**src/verilog/soc_pkg.sv**
```systemverilog
package soc_pkg;

    // ====================
    // Bus and pin types
    // ====================

    typedef logic [31:0] addr_t;
    typedef logic [31:0] data_t;
    typedef logic [3:0]  byte_sel_t;

    localparam int GPIO_PINS = 8;
    localparam int PWM_PIN   = 7;

    typedef logic [GPIO_PINS-1:0] gpio_t;

    // Load/store width in RISC-V funct3 encoding
    typedef enum logic [2:0] {
        MEM_B  = 3'b000,
        MEM_H  = 3'b001,
        MEM_W  = 3'b010,
        MEM_BU = 3'b100,
        MEM_HU = 3'b101
    } mem_op_e;

    // ====================
    // Address map
    // ====================

    localparam int    DMEM_WORDS = 1024;
    localparam int    DMEM_AW    = $clog2(DMEM_WORDS) + 2;
    localparam addr_t DMEM_BASE  = 32'h0000_0000;
    localparam addr_t GPIO_BASE  = 32'h2000_0000;
    localparam addr_t PWM_BASE   = 32'h2000_0100;

    // 16-byte register windows
    localparam int REG_AW = 4;
    typedef logic [REG_AW-1:0] reg_ofs_t;

    localparam reg_ofs_t GPIO_OUT_OFS   = 4'h0;
    localparam reg_ofs_t GPIO_OE_OFS    = 4'h4;
    localparam reg_ofs_t GPIO_IN_OFS    = 4'h8;
    localparam reg_ofs_t GPIO_SEL_OFS   = 4'hC;

    localparam reg_ofs_t PWM_PERIOD_OFS = 4'h0;
    localparam reg_ofs_t PWM_DUTY_OFS   = 4'h4;
    localparam reg_ofs_t PWM_CTRL_OFS   = 4'h8;
    localparam reg_ofs_t PWM_COUNT_OFS  = 4'hC;

endpackage : soc_pkg

```
**src/verilog/bus_decoder.sv**
```systemverilog
`timescale 1ns/1ps

module bus_decoder (
    input  logic           clk,
    input  logic           reset_n,

    // From the master
    input  soc_pkg::addr_t wb_adr_i,
    input  logic           wb_cyc_i,
    input  logic           wb_stb_i,
    output soc_pkg::data_t wb_dat_o,
    output logic           wb_ack_o,
    output logic           wb_err_o,

    // Data RAM
    output logic           ram_stb_o,
    input  soc_pkg::data_t ram_dat_i,
    input  logic           ram_ack_i,

    // GPIO
    output logic           gpio_stb_o,
    input  soc_pkg::data_t gpio_dat_i,
    input  logic           gpio_ack_i,

    // PWM
    output logic           pwm_stb_o,
    input  soc_pkg::data_t pwm_dat_i,
    input  logic           pwm_ack_i
);
    import soc_pkg::*;

    logic ram_hit;
    logic gpio_hit;
    logic pwm_hit;
    logic req;
    logic err_ack;

    assign req = wb_cyc_i & wb_stb_i;

    // Window match on upper address bits
    assign ram_hit  = (wb_adr_i[31:DMEM_AW] == DMEM_BASE[31:DMEM_AW]);
    assign gpio_hit = (wb_adr_i[31:REG_AW] == GPIO_BASE[31:REG_AW]);
    assign pwm_hit  = (wb_adr_i[31:REG_AW] == PWM_BASE[31:REG_AW]);

    assign ram_stb_o  = req & ram_hit;
    assign gpio_stb_o = req & gpio_hit;
    assign pwm_stb_o  = req & pwm_hit;

    // Unmapped address answers like a slave, one cycle later
    always_ff @(posedge clk or negedge reset_n) begin
        if (!reset_n) begin
            err_ack <= 1'b0;
        end else begin
            err_ack <= req & ~(ram_hit | gpio_hit | pwm_hit) & ~err_ack;
        end
    end

    assign wb_ack_o = ram_ack_i | gpio_ack_i | pwm_ack_i | err_ack;
    assign wb_err_o = err_ack;

    // ====================
    // Read data return
    // ====================

    always_comb begin
        if (ram_ack_i) begin
            wb_dat_o = ram_dat_i;
        end else if (gpio_ack_i) begin
            wb_dat_o = gpio_dat_i;
        end else if (pwm_ack_i) begin
            wb_dat_o = pwm_dat_i;
        end else begin
            wb_dat_o = '0;
        end
    end

endmodule : bus_decoder

```
**config.mk**
```make
export PLATFORM = sky130hd
export DESIGN_NAME = bus_decoder
export DESIGN_NICKNAME = d
export VERILOG_FILES = /design/src/verilog/soc_pkg.sv /design/src/verilog/bus_decoder.sv
export SDC_FILE = /design/constraint.sdc
export NUM_CORES = 1
export LEC_CHECK = 0
export BUFFER_PORTS_ARGS = -buffer_cell sky130_fd_sc_hd__buf_2
export CORE_MARGIN = 3
export CORE_UTILIZATION = 22
export DETAILED_ROUTE_END_ITERATION = 12
export MAX_ROUTING_LAYER = met4
export PLACE_DENSITY = 0.78
export SETUP_SLACK_MARGIN = 0.02
export SLEW_MARGIN = 0
export SYNTH_ARGS = -nofsm -noshare
export SYNTH_HDL_FRONTEND = slang
export SYNTH_SLANG_ARGS = --single-unit
export TNS_END_PERCENT = 20
```
**constraint.sdc**
```tcl
create_clock -name clk -period 0.8 [get_ports clk]
set_clock_uncertainty 0.2 [all_clocks]
set_input_delay 0 -clock clk [delete_from_list [all_inputs] [get_ports clk]]
set_output_delay 0 -clock clk [all_outputs]
set_load 0.005 [all_outputs]
```
# --- Yosys cells after proc, flatten, opt, wreduce, memory -nomap -nowiden ---
# Cells that the tools add are included.
# Widths: inputs -> output; s select.
word_totals:
  reg_bits: 1
  input_bits: 135
  out_inout_bits: 37
  wordCells: 20
classes:
  eq_ne: 2
  muxes: 3
  bitwise: 13
  n_reduce_logical: 1
op_table:
  columns: ["cell", "count"]
  rows:
  - ["$mux 32", 3]
  - ["$eq 28x26->1 const B", 2]
  - ["$logic_not 20->1", 1]
  - ["$and 1x1->1", 6]
  - ["$or 1x1->1", 5]
  - ["$not 1->1", 2]

# --- Longest topological paths before layout ---
# Gate-level depths: netlist (run 1).
logic_depth:
  word_depth: 6
  depth_mapped: 5

# --- Worst setup path before layout (run 1) ---
# Ideal clock, no wire load.
synth_timing:
  path_type: "input to register"
  startpoint: "input port wb_adr_i[27]"
  endpoint: "register err_ack, in the netlist wb_err_o"
  setup_ns: 0.124
  arrival_ns: 0.739
  t_required_ns: 0.476
  slack_ns: -0.262
  cell_stages: 3
  path_buffers: 0
  path_cell_list: "nor4_2 > nand4_2 > o31a_1"
synth_via:
  elab_chain_cells: 6
  word_cells_on_any_way: 8
  classes_between: "eq/ne (2); bitwise (5); reduce/logical (1)"
synth_lines:
  columns: ["item", "line_no", "text"]
  rows:
  - ["start: declaration", "bus_decoder.sv:8", "input soc_pkg::addr_t wb_adr_i,"]
  - ["$eq 28x26->1 or $logic_not 20->1 (tied branches)", "bus_decoder.sv:42, bus_decoder.sv:41", null]
  - ["$or 1x1->1", "bus_decoder.sv:54", "err_ack <= req & ~(ram_hit | gpio_hit | pwm_hit) & ~err_ack;"]
  - ["$or 1x1->1 *", "bus_decoder.sv:54", null]
  - ["$not 1->1 *", "bus_decoder.sv:54", null]
  - ["$and 1x1->1 * (2 in series)", "bus_decoder.sv:54", null]
  - ["end signal: assignment", "bus_decoder.sv:54", null]
  - ["end: declaration", "bus_decoder.sv:36", "logic err_ack;"]
# Mark *: on every way between the ends. The rest lies on a longest branch, timed or not.

# --- Final worst setup path (run 1) ---
layout_timing:
  startpoint: "input port wb_adr_i[31]"
  endpoint: "register err_ack, in the netlist wb_err_o"
# Same word-level chain as after synthesis.

==> results.json, run 1 <==
{
  "status": "finished with violations",
  "synth_edf_count": 0,
  "switching_share_pct": 40.5,
  "fin_nets": 439,
  "internal_power_uw": 656,
  "clkLatencyLatePin_ns": 0,
  "vias": 1743,
  "drcViolationCount": 0,
  "firstDrtPassIters": 4,
  "antenna_found_initial": 0,
  "crit_path_end": "wb_err_o$_DFF_PN0_",
  "drv_cap": 0,
  "max_freq_ghz": 0.804,
  "grt_usage_pct": 20.1,
  "p_clk_share_pct": 0,
  "r2r-end": "wb_err_o$_DFF_PN0_",
  "synth_nets": 267,
  "crit_path_start": "wb_adr_i[31]",
  "tightest_slew_ns": 0.273,
  "critical_path_class": "in2reg",
  "period_needed_ns": 1.24,
  "start_util_pct": 23.5,
  "ys.flop_type": "dfrtp_1",
  "required_ns": 0.47,
  "critPathMaxFanout": 4,
  "worstPathArrival_ns": 0.91,
  "async_flop_share_pct": 100,
  "design.die.area_um2": 4440,
  "wl_per_cell_um": 14.2,
  "ff_latch_area_um2": 25.0,
  "multi_input_area_um2": 863,
  "antenna_left": 0,
  "leakagePower_uw": 0.00107,
  "drive_gt1_share_pct": 69.9,
  "grt_pass1_vias": 1554,
  "ys_types": 23,
  "place_congestion": 0.741,
  "drt_iter0_drc": 75,
  "rr_worst_depth": 3,
  "power_uw": 1100,
  "avgSynthCellArea_um2": 6.13,
  "violations": "negative setup slack",
  "cp-start-kind": "primary input",
  "rsz0062_at_grt": "yes",
  "coreArea_um2": 3440,
  "holdCritPathClass": "in2out",
  "die_y_um": 66.7,
  "yosysMostFrequentCell": "nand2_1",
  "ys_seq_elements": 1,
  "synth_common_cells": "nand2_1 (34), a22oi_1 (31), o21ai_0 (23), o21ai_1 (9), clkbuf_1 (6)",
  "core.rowCount": 21,
  "ys_top_cells_by_area": "a22oi_1 (29%), nand2_1 (16%), o21ai_0 (14%)",
  "fp.dieW_um": 66.7,
  "seq_area_frac_synth_pct": 3.09,
  "portBuffers": 167,
  "hold_viol_final": 0,
  "power_frac_seq_pct": 5.1,
  "largest_register_ffs": 1,
  "stdcell_count": 348,
  "via_per_inst": 5.01,
  "syn_area_um2": 810,
  "placed_cells": 340,
  "syn_inst": 132,
  "grt_pass1_wl_um": 6970,
  "ioPinCount": 172,
  "overflow": 0,
  "combinationalPowerShare_pct": 94.9,
  "path_clk_slew_ns": 0,
  "endpoint_kind": "register",
  "grt_max_degree": 31,
  "p_per_area_nw_per_um2": 534,
  "syn_to_final_growth_pct": 155,
  "dp_hpwl_um": 3710,
  "routed_wl_um": 4960,
  "rrSetupSlack_ns": -0.28,
  "ir_worst_vdd_v": 0.000308,
  "fin_ws_ns": -0.444,
  "fill_cells": 332,
  "hold_slack_ns": 0.0702,
  "slew_violations": 0,
  "max-slew-margin-rel_pct": 81.7,
  "yosysTopAreaCellShare_pct": 28.7,
  "synth_area_leader_cell": "a22oi_1",
  "num_antenna_cells": 0,
  "p_switching_uw": 447,
  "finalSetupViolCount": 37,
  "period_share_pct": 156,
  "r2r-start": "wb_err_o$_DFF_PN0_",
  "ys.warnings.count": 0
}
==> cell usage in the layout, fill, tap and decap left out, drive strengths merged, types with 2 or more instances in the layout <==
master and instances:
nand2 34, nor4b 2, o21ai 32, nor2 2, nor4 7, a22oi 31, buf 182
==> worst min path at each step <==
stage	depth (start not counted)	endpoint	slack, ns	start
finish	4	wb_dat_o[17]	0.07	ram_dat_i[17]
global route	3	wb_ack_o	0.08	pwm_ack_i
CTS	3	wb_ack_o	0.07	pwm_ack_i
detailed placement	1	wb_err_o$_DFF_PN0_	-0.42	reset_n
global placement	1	wb_err_o$_DFF_PN0_	-0.42	reset_n
floorplan	0	wb_err_o$_DFF_PN0_	-0.50	reset_n
==> layer usage <==
| layer | vias up | wire (um) | global-route usage (%) |
|---|---|---|---|
| li1 | 848 | - | - |
| met1 | 801 | 1830 | 23.1 |
| met2 | 84 | 2780 | 38.2 |
| met3 | 10 | 280 | 1.18 |
| met4 | 0 | 65 | 3.81 |
| met5 | - | 0 | - |
==> through the flow <==
step	cell area (um^2)	TNS, ns	util [%]	setup slack, ns
final	2070	-8.69	60.0	-0.444
after floorplan	853	-1.53	-	-0.243
after global routing	2070	-11.30	60.0	-0.487
after detailed placement	1760	-8.54	51.0	-0.478
after global placement	1760	-8.05	51.0	-0.426
after CTS	1980	-8.71	57.6	-0.440
==> cell type report <==
type                       instances  share of cell area, %
sequential                         1                   1.21
multi-input combinational        117                   41.8
timing repair buffer             184                   54.2
tap                               46                   2.79
==> worst max-delay path: stages <==
cell and delay, ns:
buf_6 0.10, nor4_4 0.32, nand4_4 0.17, o31a_1 0.32
==> what timing repair did <==
item / in CTS / in global routing
pin swaps: 7 / 8
buffers inserted: 3 / 1
hold buffers: 1 / 0
hold endpoints to repair: 1 / 0
endpoints found under the setup margin: 38 / 38
gates cloned: 2 / 1
resized for setup: 38 / 19
==> power groups by stage <==
stage,sequential [uW],clock [uW],combinational (uW)
3_5_place_dp,55.5,0,851
4_1_cts,55.6,0,996
3_3_place_gp,55.6,0,838
5_1_grt,57.0,0,1140
6_report,56.2,0,1050
2_1_floorplan,56.2,0,327
==> logic make-up (layout without fill, tap and decap cells) <==
| group | after synthesis | after routing | synth area share [%] |
|---|---|---|---|
| compound gates | 66 | 66 | 51.2 |
| buf+inv | 14 | 184 | 8.65 |
| flops | 1 | 1 | 3.09 |
| simple gates | 51 | 51 | 37.1 |
No activity file was read; power rests on OpenSTA's default activity.
==> run 2: changes to the inputs <==
--- a/config.mk
+++ b/config.mk
@@ -5,9 +5,11 @@
 export SDC_FILE = /design/constraint.sdc
 export NUM_CORES = 1
 export LEC_CHECK = 0
+export ABC_AREA = 1
 export BUFFER_PORTS_ARGS = -buffer_cell sky130_fd_sc_hd__buf_2
+export CORE_ASPECT_RATIO = 1.25
 export CORE_MARGIN = 3
-export CORE_UTILIZATION = 22
+export CORE_UTILIZATION = 24
 export DETAILED_ROUTE_END_ITERATION = 12
 export MAX_ROUTING_LAYER = met4
 export PLACE_DENSITY = 0.78
==> results.json, run 2 <==
{
  "required_ns": 0.60,
  "max-slew-margin-rel_pct": 82.8,
  "ys_types": 13,
  "worstPathCellList": "or4_4 > buf_6",
  "antenna_left": 0,
  "place_congestion": 0.949,
  "fill_cells": 296,
  "layout_commonest_cell": "buf_2",
  "vias": 2136,
  "wl_per_cell_um": 16.1,
  "routed_wl_um": 6620,
  "leakagePower_uw": 0.00127,
  "ir_worst_vdd_v": 0.000373,
  "synth_nets": 332,
  "drv_cap": 0,
  "grt_pass1_vias": 1967,
  "hold_path_depth": 3,
  "whs_endpoint": "wb_ack_o",
  "design.die.area_um2": 4680,
  "drcViolationCount": 0,
  "ys.flop_type": "dfrtp_1",
  "period_share_pct": 142,
  "antenna_found_initial": 1,
  "status": "finished with violations",
  "period_needed_ns": 1.14,
  "rrSetupSlack_ns": -0.25,
  "holdCritPathClass": "in2out",
  "die_y_um": 75.7,
  "power_uw": 1410,
  "syn_inst": 197,
  "rr_worst_depth": 4,
  "endpoint_kind": "output port",
  "synth_edf_count": 0,
  "ioPinCount": 172,
  "cp_slowest_cell": "or4_4",
  "ys_seq_elements": 1,
  "hold_viol_final": 0,
  "hold_slack_ns": 0.107,
  "start_util_pct": 25.9,
  "final_util_pct": 70.5,
  "slowest_delay_ns": 0.43,
  "seq_area_frac_synth_pct": 2.68,
  "critPathMaxFanout": 2,
  "crit_path_start": "wb_err_o$_DFF_PN0_",
  "yosysMostFrequentCell": "a21oi_1",
  "drt_iter0_drc": 86,
  "cp-start-kind": "register",
  "overflow": 0,
  "via_per_inst": 5.18,
  "grt_usage_pct": 24.9,
  "async_flop_share_pct": 100,
  "ys.warnings.count": 0,
  "dp_hpwl_um": 4270,
  "fin_nets": 509,
  "r2r-start": "wb_err_o$_DFF_PN0_",
  "grt_pass1_wl_um": 8710,
  "portBuffers": 167,
  "ys_top_cells_by_area": "a21oi_1 (35%), nor2_1 (21%), nand3_1 (18%)",
  "layout_common_cells": "buf_2 (152), nor2_1 (41), a21oi_1 (41)",
  "avgSynthCellArea_um2": 4.74,
  "synth_area_leader_cell": "a21oi_1",
  "p_per_area_nw_per_um2": 556,
  "syn_area_um2": 933,
  "fp.dieW_um": 61.8,
  "largest_register_ffs": 1,
  "critical_path_class": "reg2out",
  "place_ws_ns": -0.313,
  "synth_common_cells": "a21oi_1 (65), nor2_1 (52), nand3_1 (34), buf_2 (14), nand2_1 (13)",
  "min_from": "gpio_ack_i",
  "drive_gt1_share_pct": 64.8,
  "finalSetupViolCount": 38,
  "tightest_slew_ns": 0.257,
  "syn_to_final_growth_pct": 172,
  "max_freq_ghz": 0.879,
  "worstPathArrival_ns": 0.94,
  "rsz0062_at_grt": "yes",
  "core.rowCount": 24,
  "grt_max_degree": 20,
  "violations": "negative setup slack",
  "firstDrtPassIters": 4,
  "path_clk_slew_ns": 0,
  "slew_violations": 0,
  "yosysTopAreaCellShare_pct": 34.9,
  "coreArea_um2": 3600,
  "clkLatencyLatePin_ns": 0,
  "tns_ns": -4.79,
  "fin_ws_ns": -0.337,
  "r2r-end": "wb_err_o$_DFF_PN0_"
}
==> run 2: timing repair <==
item                                    4_1_cts  5_1_grt
endpoints found under the hold margin         1        0
hold buffers                                  1        0
pin swaps                                    16       20
buffers inserted                              4        0
cloned                                        8        0
endpoints found under the setup margin       38       38
gates resized for setup                      69       45
==> run 2: cells by family after synthesis <==
kind of cell | Yosys count | synth area share (%)
DFF | 1 | 2.68
buffers and inverters | 27 | 14.7
and+or+nand+nor | 103 | 47.2
AOI/OAI and AO/OA | 66 | 35.4
==> run 2: power breakdown <==
group,internal (uW),switching (uW),leakage (uW),total [uW]
Clock,0.000167,0,0.00000000634,0.000167
Combinational,769,587,0.00126,1360
Sequential,54.3,2.10,0.0000131,56.4
==> run 2: final cells by class <==
cell class                 count  area [um^2]  share of cell area, %
antenna                        1         2.50                 0.0986
sequential                     1         25.0                  0.986
inverter                       9         48.8                   1.92
timing repair buffer         193         1410                   55.7
tap                           39         48.8                   1.92
multi-input combinational    169         1000                   39.4
==> run 2: per-stage QoR <==
| stage | instance area [um^2] | std cells |
|---|---|---|
| 2_1_floorplan | 933 | 197 |
| 3_3_place_gp | 1840 | 399 |
| 3_5_place_dp | 1840 | 399 |
| 4_1_cts | 2380 | 412 |
| 5_1_grt | 2540 | 412 |
| 6_report | 2540 | 412 |
==> run 2: critical path: cells and delay by family (launching register included) <==
kind	cells	cell delay, ns
DFF	1	0.37
and+or+nand+nor	1	0.43
buffers and inverters	1	0.13
==> run 2: how the worst max path moves through the flow <==
stage / to / slack, ns / depth (start not counted)
global route: wb_err_o$_DFF_PN0_ / -0.37 / 7
finish: wb_ack_o / -0.34 / 2
CTS: wb_ack_o / -0.31 / 2
floorplan: wb_ack_o / -0.19 / 1
global placement: wb_ack_o / -0.31 / 2
detailed placement: wb_ack_o / -0.31 / 2
==> run 2: routing by layer <==
layer | up-vias | track usage, % | routed length [um]
li1 | 1029 | - | -
met1 | 958 | 26.1 | 2450
met2 | 137 | 46.4 | 3420
met3 | 12 | 3.73 | 621
met4 | 0 | 8.02 | 127
met5 | - | - | 0
==> run 3: changes to the inputs <==
==> constraint.sdc (replaced) <==
create_clock -name clk -period 0.8 [get_ports clk]
set_clock_uncertainty 0.2 [all_clocks]
set_input_delay 0.2 -clock clk [delete_from_list [all_inputs] [get_ports clk]]
set_output_delay 0.2 -clock clk [all_outputs]
set_load 0.005 [all_outputs]
==> results.json, run 3 (same netlist as run 2, synthesis figures left out) <==
{
  "num_antenna_cells": 0,
  "rrSetupSlack_ns": -0.26,
  "grt_pass1_vias": 1678,
  "hold_slack_ns": -0.221,
  "firstDrtPassIters": 4,
  "final_util_pct": 64.4,
  "post_cts_buffers": 0,
  "cp-start-kind": "primary input",
  "rr_worst_depth": 4,
  "combinationalPowerShare_pct": 95.5,
  "fin_ws_ns": -0.591,
  "largest_register_ffs": 1,
  "slew_violations": 0,
  "dp_hpwl_um": 3930,
  "tightest_slew_ns": 0.172,
  "crit_path_start": "wb_adr_i[23]",
  "worstPathArrival_ns": 0.99,
  "fin_nets": 500,
  "placed_area_um2": 1940,
  "via_per_inst": 5.01,
  "critical_path_class": "in2out",
  "place_congestion": 0.787,
  "portBuffers": 167,
  "internal_power_uw": 721,
  "fp.dieW_um": 61.8,
  "path_clk_slew_ns": 0,
  "status": "finished with violations",
  "rsz0062_at_grt": "yes",
  "routed_wl_um": 5400,
  "leakagePower_uw": 0.00117,
  "required_ns": 0.40,
  "vias": 2016,
  "drcViolationCount": 0,
  "drt_iter0_drc": 59,
  "critPathMaxFanout": 5,
  "start_util_pct": 25.9,
  "clkLatencyLatePin_ns": 0,
  "drv_cap": 0,
  "power_frac_seq_pct": 4.5,
  "antenna_left": 0,
  "p_clk_share_pct": 0,
  "overflow": 0,
  "coreArea_um2": 3600,
  "antenna_found_initial": 0,
  "r2r-start": "wb_err_o$_DFF_PN0_",
  "syn_to_final_growth_pct": 149,
  "finalSetupViolCount": 38,
  "switching_share_pct": 42.3,
  "core.rowCount": 24,
  "endpoint_kind": "output port",
  "holdCritPathClass": "in2async",
  "die_y_um": 75.7,
  "ioPinCount": 172,
  "max-slew-margin-rel_pct": 88.4,
  "layout_commonest_cell": "buf_2",
  "drive_gt1_share_pct": 65.0,
  "wl_per_cell_um": 13.4,
  "period_share_pct": 174,
  "design.die.area_um2": 4680,
  "p_per_area_nw_per_um2": 539,
  "layout_common_cells": "buf_2 (155), nor2_1 (42), a21oi_1 (39)",
  "grt_max_degree": 20,
  "grt_usage_pct": 18.7,
  "power_uw": 1250,
  "hold_viol_final": 1,
  "grt_pass1_wl_um": 6870,
  "crit_path_end": "pwm_stb_o",
  "r2r-end": "wb_err_o$_DFF_PN0_",
  "fin_area_um2": 2320,
  "period_needed_ns": 1.39,
  "max_freq_ghz": 0.719,
  "violations": "negative hold slack, negative setup slack",
  "ir_worst_vdd_v": 0.000386,
  "p_switching_uw": 529
}
==> run 3: changes by cell type in the layout (fill, tap and decap cells not counted), sizes merged <==
cell,change
buf,-8
bufbuf,-1
diode,-1
clkbuf,+1
dlygate4sd3,-1
==> run 3: metal layers <==
metal / track usage (%) / vias up / part of all wire [%]
li1: - / 1006 / -
met2: 37.5 / 104 / 54
met4: 1.18 / 0 / 1.3
met3: 0.847 / 8 / 7.2
met1: 20.6 / 898 / 37
met5: - / - / 0
==> run 3: power groups by stage <==
stage / sequential (uW) / clock (uW) / combinational (uW)
6_report: 56.3 / 0 / 1190
5_1_grt: 57.0 / 0 / 1310
4_1_cts: 56.6 / 0 / 1080
3_5_place_dp: 56.0 / 0 / 973
3_3_place_gp: 55.6 / 0 / 960
2_1_floorplan: 56.4 / 0 / 430
==> run 3: per-stage QoR <==
stage | setup TNS [ns] | cells | setup WS [ns]
global placement | -19.37 | 399 | -0.580
detailed placement | -19.80 | 399 | -0.610
finish | -16.84 | 402 | -0.591
global route | -18.46 | 402 | -0.634
floorplan | -11.80 | 197 | -0.419
CTS | -16.82 | 401 | -0.556
==> run 3: worst min path at each step <==
stage,startpoint,end,slack [ns],cells after the start
after global routing,reset_n,wb_err_o$_DFF_PN0_,-0.22,1
after global placement,reset_n,wb_err_o$_DFF_PN0_,-0.22,1
after floorplan,reset_n,wb_err_o$_DFF_PN0_,-0.30,0
final,reset_n,wb_err_o$_DFF_PN0_,-0.22,1
after detailed placement,reset_n,wb_err_o$_DFF_PN0_,-0.22,1
after CTS,reset_n,wb_err_o$_DFF_PN0_,-0.22,1
==> run 3: area by class of cell <==
cell class | instances | area (um^2)
fill | 324 | 1280
inverter | 9 | 51.3
multi-input combinational | 169 | 986
sequential | 1 | 25.0
tap | 39 | 48.8
timing repair buffer | 184 | 1210
==> run 3: critical path, stage by stage <==
cell and delay (ns):
buf_2 0.12, nor2_4 0.09, nand2_2 0.06, nor2_2 0.12, nand2_2 0.09, nor3_2 0.17, buf_2 0.14
==> run 3: what timing repair did <==
action / CTS / global route
pin swaps: 26 / 17
hold endpoints to repair: 1 / 1
resized for setup: 34 / 41
setup endpoints to repair: 38 / 38
cloned: 2 / 1
